File: config.mk
export PLATFORM = sky130hd
export DESIGN_NAME = cache_plru
export DESIGN_NICKNAME = d
export VERILOG_FILES = /design/src/common/cache_pkg.sv /design/src/cache/cache_plru.sv
export VERILOG_INCLUDE_DIRS = /design/src /design/src/common
export SDC_FILE = /design/constraint.sdc
export NUM_CORES = 1
export LEC_CHECK = 0
export CAP_MARGIN = 20
export CORE_MARGIN = 2
export CORE_UTILIZATION = 50
export CTS_BUF_LIST = sky130_fd_sc_hd__clkbuf_16
export DETAILED_ROUTE_END_ITERATION = 8
export DONT_BUFFER_PORTS = 1
export MAX_ROUTING_LAYER = met4
export PLACE_DENSITY = 0.65
export SETUP_SLACK_MARGIN = 0.15
export SYNTH_ARGS = -nofsm -noshare
export SYNTH_HDL_FRONTEND = slang
export SYNTH_SLANG_ARGS = --single-unit
File: constraint.sdc
create_clock -name clk -period 1.9 [get_ports clk]
set_clock_uncertainty 0.15 [all_clocks]
set_input_delay 0.285 -clock clk [delete_from_list [all_inputs] [get_ports clk]]
set_output_delay 0.285 -clock clk [all_outputs]
set_load 0.01 [all_outputs]
File: src/common/cache_config.svh
// cache geometry and memory model limits
// the offset, index and tag widths must agree with the word, set and address sizes
`ifndef CACHE_CONFIG_SVH
`define CACHE_CONFIG_SVH

// geometry
`define CACHE_WAYS        4     // tree pseudo-LRU assumes exactly four
`define CACHE_LINE_WORDS  4     // 32-bit words per line
`define CACHE_SETS        16

// address split of a 32-bit byte address
`define CACHE_OFFSET_BITS 4     // log2 of line bytes
`define CACHE_INDEX_BITS  4     // log2 of sets
`define CACHE_TAG_BITS    24    // 32 - index - offset

// longest random ready or return delay of the memory model, in cycles
`define MEM_MAX_DELAY     6

`endif
File: src/common/cache_pkg.sv
// shared cache types, sized from the config header
// line addresses on the memory port drop the byte offset
`include "cache_config.svh"

package cache_pkg;

    typedef logic [$clog2(`CACHE_WAYS)-1:0] way_sel_t;

    typedef struct packed {
        logic [`CACHE_TAG_BITS-1:0]    tag;
        logic [`CACHE_INDEX_BITS-1:0]  index;
        logic [`CACHE_OFFSET_BITS-1:0] offset;
    } addr_fields_t;

    typedef union packed {
        logic [31:0]  raw;
        addr_fields_t f;
    } cache_addr_u;

    typedef logic [`CACHE_LINE_WORDS-1:0][31:0] line_t;

    typedef struct packed {
        logic        op;        // 0 load, 1 store
        cache_addr_u addr;
        logic [3:0]  wstrb;
        logic [31:0] wdata;
    } cpu_req_t;

    typedef struct packed {
        logic [31:0] rdata;
    } cpu_resp_t;

    typedef struct packed {
        logic                       valid;
        logic                       dirty;
        logic [`CACHE_TAG_BITS-1:0] tag;
    } tag_entry_t;

    typedef struct packed {
        logic [`CACHE_TAG_BITS+`CACHE_INDEX_BITS-1:0] line_addr;
    } mem_rd_req_t;

    typedef struct packed {
        logic [`CACHE_TAG_BITS+`CACHE_INDEX_BITS-1:0] line_addr;
        line_t                                        data;
    } mem_wr_req_t;

endpackage

File: src/cache/cache_plru.sv
// tree pseudo-LRU, three bits per set, so four ways only
// victim follows the tree bits combinationally for query_set
`timescale 1ns/1ps
`include "cache_config.svh"

module cache_plru (
    input  logic                         clk,
    input  logic                         reset,
    input  logic                         access,
    input  logic [`CACHE_INDEX_BITS-1:0] set,
    input  cache_pkg::way_sel_t          way,
    input  logic [`CACHE_INDEX_BITS-1:0] query_set,
    output cache_pkg::way_sel_t          victim
);

    logic [`CACHE_SETS-1:0][2:0] tree_q;   // [0] root, [1] ways 0/1, [2] ways 2/3
    logic [2:0]                  query_bits;

    assign query_bits = tree_q[query_set];

    always_comb begin
        if (query_bits[0]) begin
            victim = {1'b1, query_bits[2]};   // right half
        end else begin
            victim = {1'b0, query_bits[1]};
        end
    end

    always_ff @(posedge clk) begin
        if (reset) begin
            tree_q <= '0;
        end else if (access) begin
            tree_q[set][0] <= ~way[1];         // root points to the other half
            if (way[1]) begin
                tree_q[set][2] <= ~way[0];
            end else begin
                tree_q[set][1] <= ~way[0];
            end
        end
    end

endmodule

==> qor.csv <==
stage;metric;value;unit
worst_setup_path;kind of cell adding the most delay to the critical path;multiplexers;
global_routing;met3 usage;5.77;%
yosys;Post-synth top cells;nor2_1 (56), dfxtp_1 (48), nor3_1 (38);
global_routing;global-route wire length before repair;9080;um
worst_setup_path;CP max FO;2;
clock_tree;htree depth;2;
power_and_ir_drop;Pwr Total;2.17;mW
global_routing;initial antenna violation count;0;
global_routing;number of global-route vias before repair;1766;
yosys;most common flop cell mapped by yosys;dfxtp_1;
drt;DR WL/cell;18.7;um
cells_and_area;share of layout cells above drive strength 1;17.0;%
floorplanning;Die H;71.4;um
floorplanning;total I/O pin count;15;
floorplanning;area of the core;4350;sq um
place;GP Congestion;0.789;
worst_setup_path;Buffers & Inverters on Critical Path;0;
yosys;Async SR Flop Fraction;0;%
worst_setup_path;critical path class;flop to output port;
global_routing;met1 usage;34.1;%
drt;Vias;1854;
clock_tree;CTS tree;yes;
clock_tree;Max clock buf depth;2;
cells_and_area;Largest register FFs;48;
worst_setup_path;WP data arrival;1.69;ns
place;Place WS;0.0599;ns
run;max-cap violations;0;
cells_and_area;final net count;259;
sta;Final Hold Viols;0;
worst_setup_path;crit path launch;tree_q[33]$_SDFFE_PP0P_;
worst_setup_path;critical path's largest stage delay;0.46;ns
power_and_ir_drop;Pleak;0.813;nW
cells_and_area;Area Overhead vs Synth;12.0;%
clock_tree;total CTS buffers;5;
yosys;syn_area_per_cell;9.11;sq um
worst_setup_path;crit start category;flop;
yosys;Mapped Nets;262;
drt;Routed Antenna Nets;0;
sta;Tmin final;2.13;ns
yosys;number of flops mapped to enable cells by yosys;0;
yosys;Syn Inst Count;249;
global_routing;GRT Util Overall;23.7;%
worst_setup_path;crit-path cells;mux4_2, mux2i_1, mux2i_2, mux2_4;
cells_and_area;Reg with most FFs;tree_q;
place;post-DP HPWL;3480;um
floorplanning;starting density of the core;52.1;%
yosys;top-area cell type share of the netlist area;42.4;%
clock_tree;clk slew on worst S/H paths;0.07;ns
yosys;top cells by area in the synthesized netlist;dfxtp_1 (42%), mux4_2 (11%), a211oi_1 (9.3%), nor2_1 (9.3%), nor3_1 (8.4%);
global_routing;total congestion overflow;0;
clock_tree;clock root buffer;clkbuf_16;
worst_setup_path;required time of the critical path;1.46;ns
power_and_ir_drop;power per cell area;853;nW/um^2
global_routing;largest net degree at the start of global routing;49;
global_routing;grt peak-use layer;met1;
place;PortBufs;0;
yosys;most frequent cell after synthesis;nor2_1;
floorplanning;die width;71.4;um
sta;relative slew slack;58.4;%
drt;overall routed net length;5590;um
yosys;Cell variety after synth;27;
worst_setup_path;Worst R2R Start;tree_q[25]$_SDFFE_PP0P_;
drt;DRT iter0 DRCs;154;
run_status;failing checks;negative setup slack;
sta;period utilisation layout;112;%
hold_path;Hold Crit Start;set[3];
yosys;cell taking the most area after synthesis;dfxtp_1;
cells_and_area;FF/Latch Area;965;sq um
cells_and_area;ANT cells;0;
sta;actual slew at the worst max-slew pin;0.623;ns
sta;Final setup viols;2;
hold_path;Hold Crit Class;input port to flop;
drt;DRC errors left;0;
yosys;sequential fraction of the synthesis area;42.4;%
worst_setup_path;slowest cell on the critical path;mux4_2;
sta;RSZ-0062 raised after global routing;true;
worst_setup_path;Worst setup EP type;output port;
clock_tree;Clock Latency Late Sink;0.28;ns
cells_and_area;Top Registers;tree_q x48;
cells_and_area;Filler Cells Inserted;376;
power_and_ir_drop;VDD IR-drop max;0.420;mV
yosys;mapped cell area;2270;sq um
cells_and_area;multi-input logic area;1220;sq um
sta;final worst setup slack;-0.227;ns
yosys;synthesized flop and latch total;48;
clock_tree;clk sinks;48;
global_routing;GR Util met2;32.5;%
drt;router iterations before antenna repair;4;
clock_tree;postcts setup bufs;0;
sta;fmax;0.470;GHz
yosys;Synth Warn #;0;
floorplanning;Row Count;24;
drt;Via density;6.20;
floorplanning;Die Footprint;5090;sq um
sta;fin. max-slew vios;0;
run_status;outcome;complete, but fails checks;
[per-stage QoR]
| step | std cells | utilization, % | area [sq um] | hold slack [ns] | setup TNS (ns) |
|---|---|---|---|---|---|
| final | 299 | 58.4 | 2540 | 0.0401 | -0.284 |
| after global routing | 299 | 58.4 | 2540 | 0.0400 | -0.379 |
| after CTS | 298 | 57.6 | 2510 | 0.0365 | -0.282 |
| after detailed placement | 288 | 53.1 | 2310 | 0.212 | 0 |
| after global placement | 288 | 53.1 | 2310 | 0.212 | 0 |
| after floorplan | 249 | - | 2290 | 0.305 | -0.00844 |
[area by class of cell]
type	instances	share of cell area [%]
Sequential cell	48	38.0
Inverter	1	0.148
Clock inverter	3	1.53
Multi-Input combinational cell	178	48.0
Timing Repair Buffer	12	4.92
Tap cell	52	2.56
Clock buffer	5	4.92
[worst paths after layout]
check	slack [ns]	cells past startpoint	endpoint
max	-0.23	4	victim[0]
min	0.04	3	tree_q[3]$_SDFFE_PP0P_
min reg2reg	0.35	2	tree_q[20]$_SDFFE_PP0P_
max reg2reg	1.01	2	tree_q[25]$_SDFFE_PP0P_
[kinds of logic after synthesis]
family	count (synthesis)	share of synthesized area (%)
simple gates	124	26.6
flops	48	42.4
compound gates	34	10.9
buf+inv	23	4.47
mux	20	15.7
[cells in the final DEF, fill, tap and decap left out, types with 2 or more instances in the layout]
| cell | count |
|---|---|
| nor2_1 | 56 |
| dfxtp_1 | 45 |
| nor3_1 | 38 |
| a211oi_1 | 28 |
| mux4_2 | 12 |
| buf_4 | 9 |
| mux2i_1 | 5 |
| nand3_1 | 5 |
| and3_1 | 5 |
| clkbuf_16 | 5 |
| nor4_1 | 4 |
| nand2_1 | 3 |
| nor3_2 | 3 |
| dfxtp_2 | 3 |
| mux2i_2 | 2 |
| nor2b_1 | 2 |
| nand2b_1 | 2 |
| inv_1 | 2 |
| nand3b_1 | 2 |
| a21oi_1 | 2 |
| a31oi_1 | 2 |
| nor3b_1 | 2 |
[tightest hold or removal path, cell delays in order]
cell and delay (ns):
nor3_1 0.03, nor2_1 0.08, nor3_1 0.05
[repair_timing]
item | 4_1_cts | 5_1_grt
pin swaps | 1 | 0
hold endpoints to repair | 48 | 0
endpoints found under the setup margin | 2 | 2
hold buffers | 2 | 0
gates resized for setup | 3 | 3
[power breakdown]
group	internal (mW)	switching, mW
Clock	0.614	0.375
Combinational	0.0612	0.0867
Sequential	1.02	0.00867
Total	1.70	0.470
[metal layers]
| metal | vias up | routed length (um) | part of all wire, % |
|---|---|---|---|
| met5 | - | 0 | 0 |
| met4 | 0 | 85 | 1.5 |
| met3 | 7 | 326 | 5.8 |
| met2 | 59 | 2560 | 46 |
| met1 | 886 | 2610 | 47 |
| li1 | 902 | - | - |
Power figures use the tool's default switching activity.
